## config.mk

```make
export PLATFORM = sky130hd
export DESIGN_NAME = icache_top
export DESIGN_NICKNAME = d
export VERILOG_FILES = /design/src/rtl/cache_pkg.sv /design/src/rtl/sram_array.sv /design/src/rtl/cache_lookup.sv /design/src/rtl/cache_hit_select.sv /design/src/rtl/cache_refill.sv /design/src/rtl/icache_top.sv
export VERILOG_INCLUDE_DIRS = /design/src /design/src/rtl
export SDC_FILE = /design/constraint.sdc
export NUM_CORES = 2
export LEC_CHECK = 0
export ABC_CLOCK_PERIOD_IN_PS = 9920
export BUFFER_PORTS_ARGS = -buffer_cell sky130_fd_sc_hd__buf_2
export CAP_MARGIN = 10
export CORE_MARGIN = 2
export CORE_UTILIZATION = 60
export CTS_BUF_LIST = sky130_fd_sc_hd__clkbuf_2
export CTS_CLUSTER_SIZE = 28
export DETAILED_ROUTE_END_ITERATION = 7
export PLACE_DENSITY = 0.76
export RECOVER_POWER = 100
export SLEW_MARGIN = 15
export SYNTH_ARGS = -nofsm -noshare
export SYNTH_HDL_FRONTEND = slang
export SYNTH_SLANG_ARGS = --single-unit
```

## constraint.sdc

```tcl
create_clock -name clk -period 9.92 [get_ports clk]
set_input_delay 0.992 -clock clk [delete_from_list [all_inputs] [get_ports clk]]
set_output_delay 0.992 -clock clk [all_outputs]
set_load 0.02 [all_outputs]
```

## src/rtl/cache_settings.svh

```systemverilog
// fixed geometry; word and line sizes and set count must be powers of two, two ways assumed
`ifndef CACHE_SETTINGS_SVH
`define CACHE_SETTINGS_SVH

`define CACHE_ADDR_W     32 // byte address
`define CACHE_WORD_W     32
`define CACHE_LINE_WORDS 4
`define CACHE_SETS       8  // per way

// derived address fields
`define CACHE_BYTE_OFF_W ($clog2(`CACHE_WORD_W / 8))
`define CACHE_WORD_SEL_W ($clog2(`CACHE_LINE_WORDS))
`define CACHE_INDEX_W    ($clog2(`CACHE_SETS))
`define CACHE_TAG_W      (`CACHE_ADDR_W - `CACHE_INDEX_W - `CACHE_WORD_SEL_W - `CACHE_BYTE_OFF_W)

`define CACHE_LINE_W     (`CACHE_WORD_W * `CACHE_LINE_WORDS)

`endif

```

## src/rtl/cache_pkg.sv

```systemverilog
// types for a read-only two-way cache; field widths come from the shared defines header
`include "cache_settings.svh"

package cache_pkg;

   typedef logic [`CACHE_TAG_W-1:0]      tag_t;
   typedef logic [`CACHE_INDEX_W-1:0]    index_t;
   typedef logic [`CACHE_WORD_SEL_W-1:0] word_sel_t; // word inside a line
   typedef logic [`CACHE_WORD_W-1:0]     word_t;
   typedef logic [`CACHE_LINE_W-1:0]     line_t;

   // decoded cpu request
   typedef struct packed {
      tag_t      tag;
      index_t    index;
      word_sel_t word_sel;
   } req_t;

   // array read results for both ways, bit 1 is way 1
   typedef struct packed {
      req_t        req;
      tag_t [1:0]  tags;
      logic [1:0]  valid;
      line_t [1:0] lines;
   } lookup_t;

   // line install into the victim way
   typedef struct packed {
      logic   write;
      logic   way;
      index_t index;
      tag_t   tag;
      line_t  line;
   } fill_t;

   typedef enum logic [1:0] {idle, fetch, wait_word, install} refill_state_t;

endpackage

```

## src/rtl/sram_array.sv

```systemverilog
// single port, read data one cycle after the address edge, no reset on contents
`timescale 1ns/1ps

module sram_array #(
   parameter int width = 32,
   parameter int depth = 8
) (
   input  logic              clk,
   input  cache_pkg::index_t addr,
   input  logic [width-1:0]  wdata,
   input  logic              we,
   output logic [width-1:0]  rdata
);

   logic [width-1:0]  mem [depth];
   cache_pkg::index_t addr_q;

   always_ff @(posedge clk) begin
      if (we) begin
         mem[addr] <= wdata;
      end
      addr_q <= addr; // read of the written entry sees new data
   end

   assign rdata = mem[addr_q];

endmodule

```

## src/rtl/cache_lookup.sv

```systemverilog
// accepts one request at a time; installs and new requests never overlap
`timescale 1ns/1ps
`include "cache_settings.svh"

module cache_lookup (
   input  logic                    clk,
   input  logic                    reset,
   input  logic                    ce,
   input  logic [`CACHE_ADDR_W-1:0] addr,
   input  logic                    busy,
   output logic                    ready,
   input  cache_pkg::fill_t        fill,
   output cache_pkg::index_t       array_addr,
   input  cache_pkg::tag_t [1:0]   tags,
   input  cache_pkg::line_t [1:0]  lines,
   output cache_pkg::lookup_t      lookup,
   output logic                    lookup_valid
);

   import cache_pkg::*;

   req_t                         req_in;
   req_t                         req_q;
   logic                         accept;
   logic [1:0][`CACHE_SETS-1:0]  valid_q; // one bit per way per set

   // split the byte address; byte offset bits are ignored
   assign req_in.tag      = addr[`CACHE_ADDR_W-1 -: `CACHE_TAG_W];
   assign req_in.index    = addr[`CACHE_BYTE_OFF_W + `CACHE_WORD_SEL_W +: `CACHE_INDEX_W];
   assign req_in.word_sel = addr[`CACHE_BYTE_OFF_W +: `CACHE_WORD_SEL_W];

   assign ready  = !lookup_valid && !busy;
   assign accept = ce && ready;

   // install owns the arrays, otherwise the incoming address
   assign array_addr = fill.write ? fill.index : req_in.index;

   always_ff @(posedge clk) begin
      if (reset) begin
         lookup_valid <= 1'b0;
         valid_q      <= '0;
      end else begin
         lookup_valid <= accept;
         if (fill.write) begin
            valid_q[fill.way][fill.index] <= 1'b1;
         end
      end
   end

   always_ff @(posedge clk) begin
      if (accept) begin
         req_q <= req_in;
      end
   end

   always_comb begin
      lookup.req   = req_q;
      lookup.tags  = tags;
      lookup.lines = lines;
      lookup.valid = {valid_q[1][req_q.index], valid_q[0][req_q.index]};
   end

endmodule

```

## src/rtl/cache_hit_select.sv

```systemverilog
// one LRU bit per set; response holds until taken, nothing new accepted meanwhile
`timescale 1ns/1ps
`include "cache_settings.svh"

module cache_hit_select (
   input  logic               clk,
   input  logic               reset,
   input  cache_pkg::lookup_t lookup,
   input  logic               lookup_valid,
   input  logic               fill_done,
   input  cache_pkg::word_t   fill_word,
   input  logic               rdata_ready,
   output cache_pkg::word_t   rdata,
   output logic               rdata_valid,
   output logic               busy,
   output logic               miss_start,
   output cache_pkg::req_t    miss_req,
   output logic               victim
);

   import cache_pkg::*;

   logic [1:0]             hit;
   logic                   hit_way;
   line_t                  hit_line;
   word_t                  hit_word;
   logic                   new_victim;
   logic                   miss_wait; // refill in progress
   logic [`CACHE_SETS-1:0] lru;       // way to replace next

   always_comb begin
      for (int w = 0; w < 2; w++) begin
         hit[w] = lookup.valid[w] && (lookup.tags[w] == lookup.req.tag);
      end
   end

   assign hit_way  = hit[1];
   assign hit_line = lookup.lines[hit_way];
   assign hit_word = hit_line[lookup.req.word_sel * `CACHE_WORD_W +: `CACHE_WORD_W];

   // empty way first, way 0 before way 1
   always_comb begin
      if (!lookup.valid[0]) begin
         new_victim = 1'b0;
      end else if (!lookup.valid[1]) begin
         new_victim = 1'b1;
      end else begin
         new_victim = lru[lookup.req.index];
      end
   end

   assign busy = rdata_valid || miss_wait;

   always_ff @(posedge clk) begin
      if (reset) begin
         rdata_valid <= 1'b0;
         miss_wait   <= 1'b0;
         miss_start  <= 1'b0;
         lru         <= '0;
      end else begin
         miss_start <= 1'b0;
         if (rdata_valid && rdata_ready) begin
            rdata_valid <= 1'b0;
         end
         if (lookup_valid) begin
            if (|hit) begin
               rdata_valid              <= 1'b1;
               lru[lookup.req.index]    <= ~hit_way;
            end else begin
               miss_start <= 1'b1;
               miss_wait  <= 1'b1;
            end
         end
         if (fill_done) begin
            rdata_valid         <= 1'b1;
            miss_wait           <= 1'b0;
            lru[miss_req.index] <= ~victim; // filled way is now most recent
         end
      end
   end

   always_ff @(posedge clk) begin
      if (lookup_valid && |hit) begin
         rdata <= hit_word;
      end else if (fill_done) begin
         rdata <= fill_word;
      end
      if (lookup_valid && !(|hit)) begin
         miss_req <= lookup.req;
         victim   <= new_victim;
      end
   end

endmodule

```

## src/rtl/cache_refill.sv

```systemverilog
// fetches a whole line in order from word 0; one memory read outstanding at a time
`timescale 1ns/1ps
`include "cache_settings.svh"

module cache_refill (
   input  logic                     clk,
   input  logic                     reset,
   input  logic                     miss_start,
   input  cache_pkg::req_t          miss_req,
   input  logic                     victim,
   output logic [`CACHE_ADDR_W-1:0] mem_addr,
   output logic                     mem_ce,
   input  cache_pkg::word_t         mem_rdata,
   input  logic                     mem_rdata_valid,
   output cache_pkg::fill_t         fill,
   output logic                     fill_done,
   output cache_pkg::word_t         fill_word
);

   import cache_pkg::*;

   refill_state_t state;
   word_sel_t     count; // word being fetched
   req_t          req_q;
   logic          way_q;
   line_t         line_buf;
   logic          last_word;

   assign last_word = (count == word_sel_t'(`CACHE_LINE_WORDS - 1));

   assign mem_ce   = (state == fetch);
   assign mem_addr = {req_q.tag, req_q.index, count, {`CACHE_BYTE_OFF_W{1'b0}}};

   always_ff @(posedge clk) begin
      if (reset) begin
         state     <= idle;
         count     <= '0;
         fill_done <= 1'b0;
      end else begin
         fill_done <= 1'b0;
         case (state)
            idle: begin
               if (miss_start) begin
                  count <= '0;
                  state <= fetch;
               end
            end
            fetch: state <= wait_word; // strobe lasts one cycle
            wait_word: begin
               if (mem_rdata_valid) begin
                  if (last_word) begin
                     state <= install;
                  end else begin
                     count <= count + 1'b1;
                     state <= fetch;
                  end
               end
            end
            install: begin
               fill_done <= 1'b1;
               state     <= idle;
            end
            default: state <= idle;
         endcase
      end
   end

   always_ff @(posedge clk) begin
      if (state == idle && miss_start) begin
         req_q <= miss_req;
         way_q <= victim;
      end
      if (state == wait_word && mem_rdata_valid) begin
         line_buf[count * `CACHE_WORD_W +: `CACHE_WORD_W] <= mem_rdata;
      end
   end

   always_comb begin
      fill.write = (state == install);
      fill.way   = way_q;
      fill.index = req_q.index;
      fill.tag   = req_q.tag;
      fill.line  = line_buf;
   end

   // word the cpu asked for, valid from install on
   assign fill_word = line_buf[req_q.word_sel * `CACHE_WORD_W +: `CACHE_WORD_W];

endmodule

```

## src/rtl/icache_top.sv

```systemverilog
// read-only two-way cache; hit answers two edges after acceptance, no flush or error path
`timescale 1ns/1ps
`include "cache_settings.svh"

module icache_top (
   input  logic                     clk,
   input  logic                     reset,
   input  logic                     ce,
   input  logic [`CACHE_ADDR_W-1:0] addr,
   output logic                     ready,
   output cache_pkg::word_t         rdata,
   output logic                     rdata_valid,
   input  logic                     rdata_ready,
   output logic [`CACHE_ADDR_W-1:0] mem_addr,
   output logic                     mem_ce,
   input  cache_pkg::word_t         mem_rdata,
   input  logic                     mem_rdata_valid
);

   import cache_pkg::*;

   logic        busy;
   logic        lookup_valid;
   logic        miss_start;
   logic        victim;
   logic        fill_done;
   lookup_t     lookup;
   req_t        miss_req;
   fill_t       fill;
   word_t       fill_word;
   index_t      array_addr;
   tag_t [1:0]  way_tags;
   line_t [1:0] way_lines;

   cache_lookup lookup_i (
      .clk          (clk),
      .reset        (reset),
      .ce           (ce),
      .addr         (addr),
      .busy         (busy),
      .ready        (ready),
      .fill         (fill),
      .array_addr   (array_addr),
      .tags         (way_tags),
      .lines        (way_lines),
      .lookup       (lookup),
      .lookup_valid (lookup_valid)
   );

   cache_hit_select hit_select_i (
      .clk          (clk),
      .reset        (reset),
      .lookup       (lookup),
      .lookup_valid (lookup_valid),
      .fill_done    (fill_done),
      .fill_word    (fill_word),
      .rdata_ready  (rdata_ready),
      .rdata        (rdata),
      .rdata_valid  (rdata_valid),
      .busy         (busy),
      .miss_start   (miss_start),
      .miss_req     (miss_req),
      .victim       (victim)
   );

   cache_refill refill_i (
      .clk             (clk),
      .reset           (reset),
      .miss_start      (miss_start),
      .miss_req        (miss_req),
      .victim          (victim),
      .mem_addr        (mem_addr),
      .mem_ce          (mem_ce),
      .mem_rdata       (mem_rdata),
      .mem_rdata_valid (mem_rdata_valid),
      .fill            (fill),
      .fill_done       (fill_done),
      .fill_word       (fill_word)
   );

   // tag and line arrays per way, written only during install
   for (genvar w = 0; w < 2; w++) begin : g_way
      logic way_we;

      assign way_we = fill.write && (fill.way == 1'(w));

      sram_array #(.width(`CACHE_TAG_W), .depth(`CACHE_SETS)) tag_ram_i (
         .clk   (clk),
         .addr  (array_addr),
         .wdata (fill.tag),
         .we    (way_we),
         .rdata (way_tags[w])
      );

      sram_array #(.width(`CACHE_LINE_W), .depth(`CACHE_SETS)) line_ram_i (
         .clk   (clk),
         .addr  (array_addr),
         .wdata (fill.line),
         .we    (way_we),
         .rdata (way_lines[w])
      );
   end

endmodule

```

# Word-level counts from Yosys, hierarchy flattened
# Memory sizes are Yosys's and may differ from the RTL's. A register that Yosys moved wholly into a read port is not among the register bits.
# Cells that the tools add are included.
dict set report classes {
  addsub 2
  order_cmp 9
  eq_ne 9
  shift 4
  mux 45
  bitwise_logic 6
  n_reduce_logical 28
}
# cell n
set ops {}
lappend ops {{128-bit 2-to-1 mux} 2}
lappend ops {{128-bit by 8-bit indexed part select with 32-bit output} 2}
lappend ops {{128-bit bitwise mux} 1}
lappend ops {{32-bit by 34-bit variable shift with 128-bit output, first input constant} 1}
lappend ops {{32-bit by 34-bit indexed part select with 128-bit output} 1}
lappend ops {{32-bit 2-to-1 mux} 2}
lappend ops {{25-bit == test} 2}
lappend ops {{8-bit 2-to-1 mux} 5}
lappend ops {{7-bit negation with 34-bit output} 1}
lappend ops {{1-bit 2-to-1 mux} 17}
lappend ops {{8-bit bitwise mux} 2}
lappend ops {{16-bit bitwise OR} 1}
lappend ops {{1-bit logical AND} 15}
lappend ops {{3-bit by 4-bit less-than comparator with 1-bit output, second input constant} 3}
lappend ops {{2-bit 2-to-1 mux} 6}
lappend ops {{1-bit binary-select mux with 3-bit select} 3}
lappend ops {{1-bit demux with 3-bit select} 3}
lappend ops {{3-bit by 1-bit >= comparator with 1-bit output, second input constant} 3}
lappend ops {{8-bit demux with 1-bit select} 1}
lappend ops {{2-bit one-hot mux with 4 select lines} 1}
lappend ops {{2-bit == test, second input constant} 3}
lappend ops {{2-bit != test, second input constant} 3}
lappend ops {{2-bit OR reduction} 3}
lappend ops {{1-bit inverter} 5}
lappend ops {{other kinds (12)} 17}
dict set report totals {
  register_bits 285
  ram_bits 2448
  out_inout_bits 67
  wordCells 130
  mem_count 4
}
# memory depth word_bits read_ports rd_clocked_by_memory_dff write_ports line_no
set mem_list {}
lappend mem_list {{g_way[0].line_ram_i.mem} 8 128 1 1 1 sram_array.sv:15} ;# logic [width-1:0] mem [depth];
lappend mem_list {{g_way[1].line_ram_i.mem} 8 128 1 1 1 sram_array.sv:15}
lappend mem_list {{g_way[0].tag_ram_i.mem} 8 25 1 1 1 sram_array.sv:15}
lappend mem_list {{g_way[1].tag_ram_i.mem} 8 25 1 1 1 sram_array.sv:15}

# Logic depth before layout (Yosys ltp)
dict set report depth {
  word_depth 10
  mapped_depth 17
}

# Modules after synthesis
# Synthesis repeated with hierarchy kept, for this count alone.
dict set report unflattened {
  hier_cells 4982
  hier_area_um2 110447.2
}
# module n_inst cells_each area_per_inst_um2 seq_area_each_um2
set by_module_without_submodules {}
lappend by_module_without_submodules {{sram_array at g_way[0].line_ram_i ...} 2 1495 39052.5 30809.5}
lappend by_module_without_submodules {{sram_array at g_way[0].tag_ram_i ...} 2 306 7821.3 6065.8}
lappend by_module_without_submodules {cache_refill 1 450 7193.1 4874.7}
lappend by_module_without_submodules {cache_hit_select 1 522 5574.1 2112.0}
lappend by_module_without_submodules {cache_lookup 1 406 3916.3 1241.2}
lappend by_module_without_submodules {icache_top 1 2 16.3 0.0}

# Worst setup path after synthesis
# No wires, ideal clock.
dict set report synth_path {
  path_type {input to register}
  start {input addr[5]}
  end {memory g_way[0].line_ram_i.mem[1][0] (netlist name), enable pin}
  arrival_time_ns 7.732
  t_required_ns 9.250
  path_slack_ns 1.519
  path_stages 3
  path_buffers 0
  path_cell_list {mux2i_1 -> nand2_1 -> nor2_1}
}
dict set report synth_via {
  elab_chain_len 1
}
# element line_no
set synth_rtl {}
lappend synth_rtl {{start, declared} icache_top.sv:9} ;# input logic [`CACHE_ADDR_W-1:0] addr,
lappend synth_rtl {{3-bit 2-to-1 mux} cache_lookup.sv:36} ;# assign array_addr = fill.write ? fill.index : req_in.index;
lappend synth_rtl {{end, declared} sram_array.sv:15}
# No other way between the ends.

# Final worst setup path
dict set report layout_path {
  start {register refill_i.state[1]}
  end {memory g_way[1].line_ram_i.mem[0][16] (netlist name), enable pin}
}
dict set report layout_via {
  elab_chain_len 4
}
# element line_no
set layout_rtl {}
lappend layout_rtl {{start, declared} cache_refill.sv:22} ;# refill_state_t state;
lappend layout_rtl {{start signal, assigned} cache_refill.sv:36} ;# state <= idle;
lappend layout_rtl {{start signal, assigned} cache_refill.sv:45} ;# state <= fetch;
lappend layout_rtl {{start signal, assigned} cache_refill.sv:48} ;# fetch: state <= wait_word;
lappend layout_rtl {{2-bit == test *} cache_refill.sv:79} ;# fill.write = (state == install);
lappend layout_rtl {{1-bit logical AND} icache_top.sv:85} ;# assign way_we = fill.write && (fill.way == 1'(w));
lappend layout_rtl {{1-bit 2-to-1 mux} sram_array.sv:19} ;# if (we) begin
lappend layout_rtl {{1-bit 2-to-1 mux (implied by the code)} sram_array.sv:20} ;# mem[addr] <= wdata;
lappend layout_rtl {{end, declared} sram_array.sv:15}
# Every way passes the cells marked *; elsewhere a longest branch is shown, timed or not.

==> impl_metrics.env <==
export IMPL_required_ns=11.21
export IMPL_grt_pass1_vias=53900
export IMPL_pre_cts_slack_ns=3.65
export IMPL_status="finished, violations left"
export IMPL_critPathArrivalTime_ns=9.17
export IMPL_cts_max_level=6
export IMPL_synth_cells=4467
export IMPL_area_delta_synth_final_pct=9.49
export IMPL_ys_ff_latch=2736
export IMPL_slowest_delay_ns=2.57
export IMPL_numClockSinks=2736
export IMPL_yosys_area_top_type_share_pct=77.0
export IMPL_drtIter0Drc=5836
export IMPL_p_sw_uw=4630
export IMPL_final_common_cell="edfxtp_1"
export IMPL_vdd_ir_drop_max_mv=0.154
export IMPL_grt_max_degree=127
export IMPL_fmax_mhz=127
export IMPL_start_util_pct=60.5
export IMPL_nNetsFinal=5296
export IMPL_setup_tns_ns=0
export IMPL_async_reset_ff_share_pct=0
export IMPL_intPower_uw=15800
export IMPL_slew_limit_headroom_pct=-220
export IMPL_place_gp_congestion=0.823
export IMPL_final_hold_viol_count=0
export IMPL_cts_repair_resized=0
export IMPL_firstDrtPassIters=5
export IMPL_crit_chain="nand2_1 > mux2i_1 > nand2_1 > nor2_1 > clkbuf_1 > clkbuf_1"
export IMPL_die_w_um=423
export IMPL_ys_seq_area_share_pct=77.7
export IMPL_path_clk_slew_ns=0.09
export IMPL_synthTopCellsByArea="edfxtp_1, mux4_2, mux2i_1, and2_1, dfxtp_1"
export IMPL_rows=153
export IMPL_end_kind="register"
export IMPL_dpl_hpwl_um=117000
export IMPL_combPwrFrac_pct=4.0
export IMPL_synth_top_area_cell="edfxtp_1"
export IMPL_drive_above_1_share_pct=32.7
export IMPL_cp_max_fo=43
export IMPL_clkPwrFrac_pct=34.3
export IMPL_via_per_inst=6.36
export IMPL_fin_crit_ns=7.88
export IMPL_syn_cell_area_mm2=0.105
export IMPL_finClkSkew_ns=0.141
export IMPL_io_pins=136
export IMPL_swShare_pct=22.7
export IMPL_routed_wl_um=236000
export IMPL_finalSetupViolCount=0
export IMPL_worstSetupPathType="reg -> reg"
export IMPL_drc=0
export IMPL_synthFlopType="edfxtp_1"
export IMPL_worst_slack_ns=2.04
export IMPL_numCtsBuffers=641
export IMPL_max_cap_violations=62
export IMPL_ys_warn_count=0
export IMPL_antenna_found_initial=16
export IMPL_drv_slew=2602
export IMPL_synth_edf_count=2700
export IMPL_vias=51000
export IMPL_hold_path_class="in -> reg"
export IMPL_insertion_delay_ns=1.84
export IMPL_tightest_slew_ns=4.79
export IMPL_cp_start_kind="register"
export IMPL_violations="capacitance limit, slew limit"
export IMPL_period_share_pct=79.5
export IMPL_wl_per_cell_um=29.4
export IMPL_core_area_mm2=0.174
export IMPL_p_per_area_mw_per_mm2=177
export IMPL_p_leak_uw=0.0352
export IMPL_overflow=0
export IMPL_p_seq_share_pct=61.7
export IMPL_syn_avg_cell_area_um2=23.6
export IMPL_die_area_mm2=0.179
export IMPL_drtAntennaViolNets=0
export IMPL_rsz0062_at_grt="no"
export IMPL_fillerInstances=11100
export IMPL_fp_dieH_um=423
export IMPL_cts_root_buf="clkbuf_2"
export IMPL_grt_usage_pct=26.8
export IMPL_slowest_stage="clkbuf_1"
export IMPL_grt_pass1_wl_um=347000
export IMPL_layout_common_cells="edfxtp_1, clkbuf_2, mux4_2"
export IMPL_cts_tree="built"
export IMPL_clockBufferDepth=4
export IMPL_synth_cell_types=69
export IMPL_io_buffers=131
export IMPL_post_cts_buffers=0
-- logic make-up (layout without fill, tap and decap cells) --
group | after synthesis | after routing | share of synthesized area [%]
flip-flops | 2736 | 2736 | 77.7
multiplexers | 892 | 892 | 17.5
AND/OR/NAND/NOR | 365 | 365 | 1.97
buffers and inverters | 267 | 1485 | 1.22
AO/OA/AOI/OAI | 156 | 156 | 1.12
XOR/XNOR | 44 | 44 | 0.366
adder cells (fa/ha/maj) | 6 | 6 | 0.0713
other | 1 | 11 | 0.00356
-- cell type report --
cell class / count / area, µm² / area share, %
Timing Repair Buffer: 363 / 2550 / 2.22
Tap cell: 2325 / 2910 / 2.52
Inverter: 14 / 60.1 / 0.0521
Multi-Input combinational cell: 1465 / 22200 / 19.3
Antenna cell: 9 / 22.5 / 0.0195
Clock inverter: 163 / 948 / 0.823
Clock buffer: 945 / 4730 / 4.10
Sequential cell: 2736 / 81800 / 71.0
-- critical path: cells and delay by family (launching register included) --
kind	cells	cell delay, ns
buffers and inverters	2	4.55
flip-flops	1	0.52
multiplexers	1	0.30
AND/OR/NAND/NOR	3	1.95
-- stage by stage --
step	util, %	power [µW]	instance area, µm²	hold slack [ns]	std cells
CTS	66.5	20600	116000	0.000417	8011
detailed placement	62.5	13600	109000	0.405	6768
finish	66.2	20400	115000	0.241	8020
floorplan	-	13400	105000	0.400	4468
global route	66.2	21200	115000	0.112	8018
global placement	62.5	13600	109000	0.401	6768
-- power groups by stage --
| stage | combinational (µW) | clock, µW | sequential, µW |
|---|---|---|---|
| floorplan | 599 | 0 | 12800 |
| global placement | 769 | 0 | 12900 |
| detailed placement | 776 | 0 | 12900 |
| CTS | 824 | 7160 | 12600 |
| global route | 866 | 7720 | 12600 |
| finish | 818 | 7010 | 12600 |
-- Yosys cell counts, drive strengths merged, types with 9 or more instances --
cell type  count
o211ai        11
nor3          17
nor2b         36
clkbuf       123
a21oi         19
inv           14
nor4          11
a211oi        17
a21o          10
dfxtp         36
mux4         754
xnor2         26
mux2i        106
a211o         14
and2         137
a22oi         10
nand3         14
xor2          18
o2111ai        9
nor2          50
buf          130
o21a          14
edfxtp      2700
nand2         51
and3           9
mux2          32
-- flip-flops by register name, summed over array words and instances (netlist names), 2 cells and up, named ones only --
register and count:
g_way.line_ram_i.mem 2048, refill_i.state 2, g_way.tag_ram_i.mem 400, hit_select_i.rdata 32, refill_i.fill 28, lookup_i.valid_q 16
hit_select_i.miss_req 30, refill_i.line_buf 128, refill_i.req_q 2, refill_i.count 2, hit_select_i.lru 8, lookup_i.lookup 30
-- layer usage --
| metal | wire length (µm) | vias up | GRT usage, % |
|---|---|---|---|
| li1 | - | 20900 | - |
| met1 | 84300 | 26700 | 34.5 |
| met2 | 122000 | 2890 | 45.2 |
| met3 | 21600 | 541 | 5.57 |
| met4 | 8280 | 2 | 10.7 |
| met5 | 12 | - | 0 |
-- repair_timing --
item | CTS | global route
hold buffers | 135 | 0
endpoints found under the setup margin | 0 | 0
endpoints found under the hold margin | 299 | 0
-- final timing paths --
kind / to / startpoint / cells past startpoint / slack [ns]
setup reg to reg: g_way[1].line_ram_i.mem[0][16] / refill_i.state[1] / 6 / 2.04
setup / recovery: g_way[1].line_ram_i.mem[0][16] / refill_i.state[1] / 6 / 2.04
hold reg to reg: refill_i.fill[148] / hit_select_i.miss_req[25] / 0 / 0.37
hold / removal: refill_i.line_buf[3] / mem_rdata[3] / 3 / 0.24
Power figures use the tool's default switching activity.
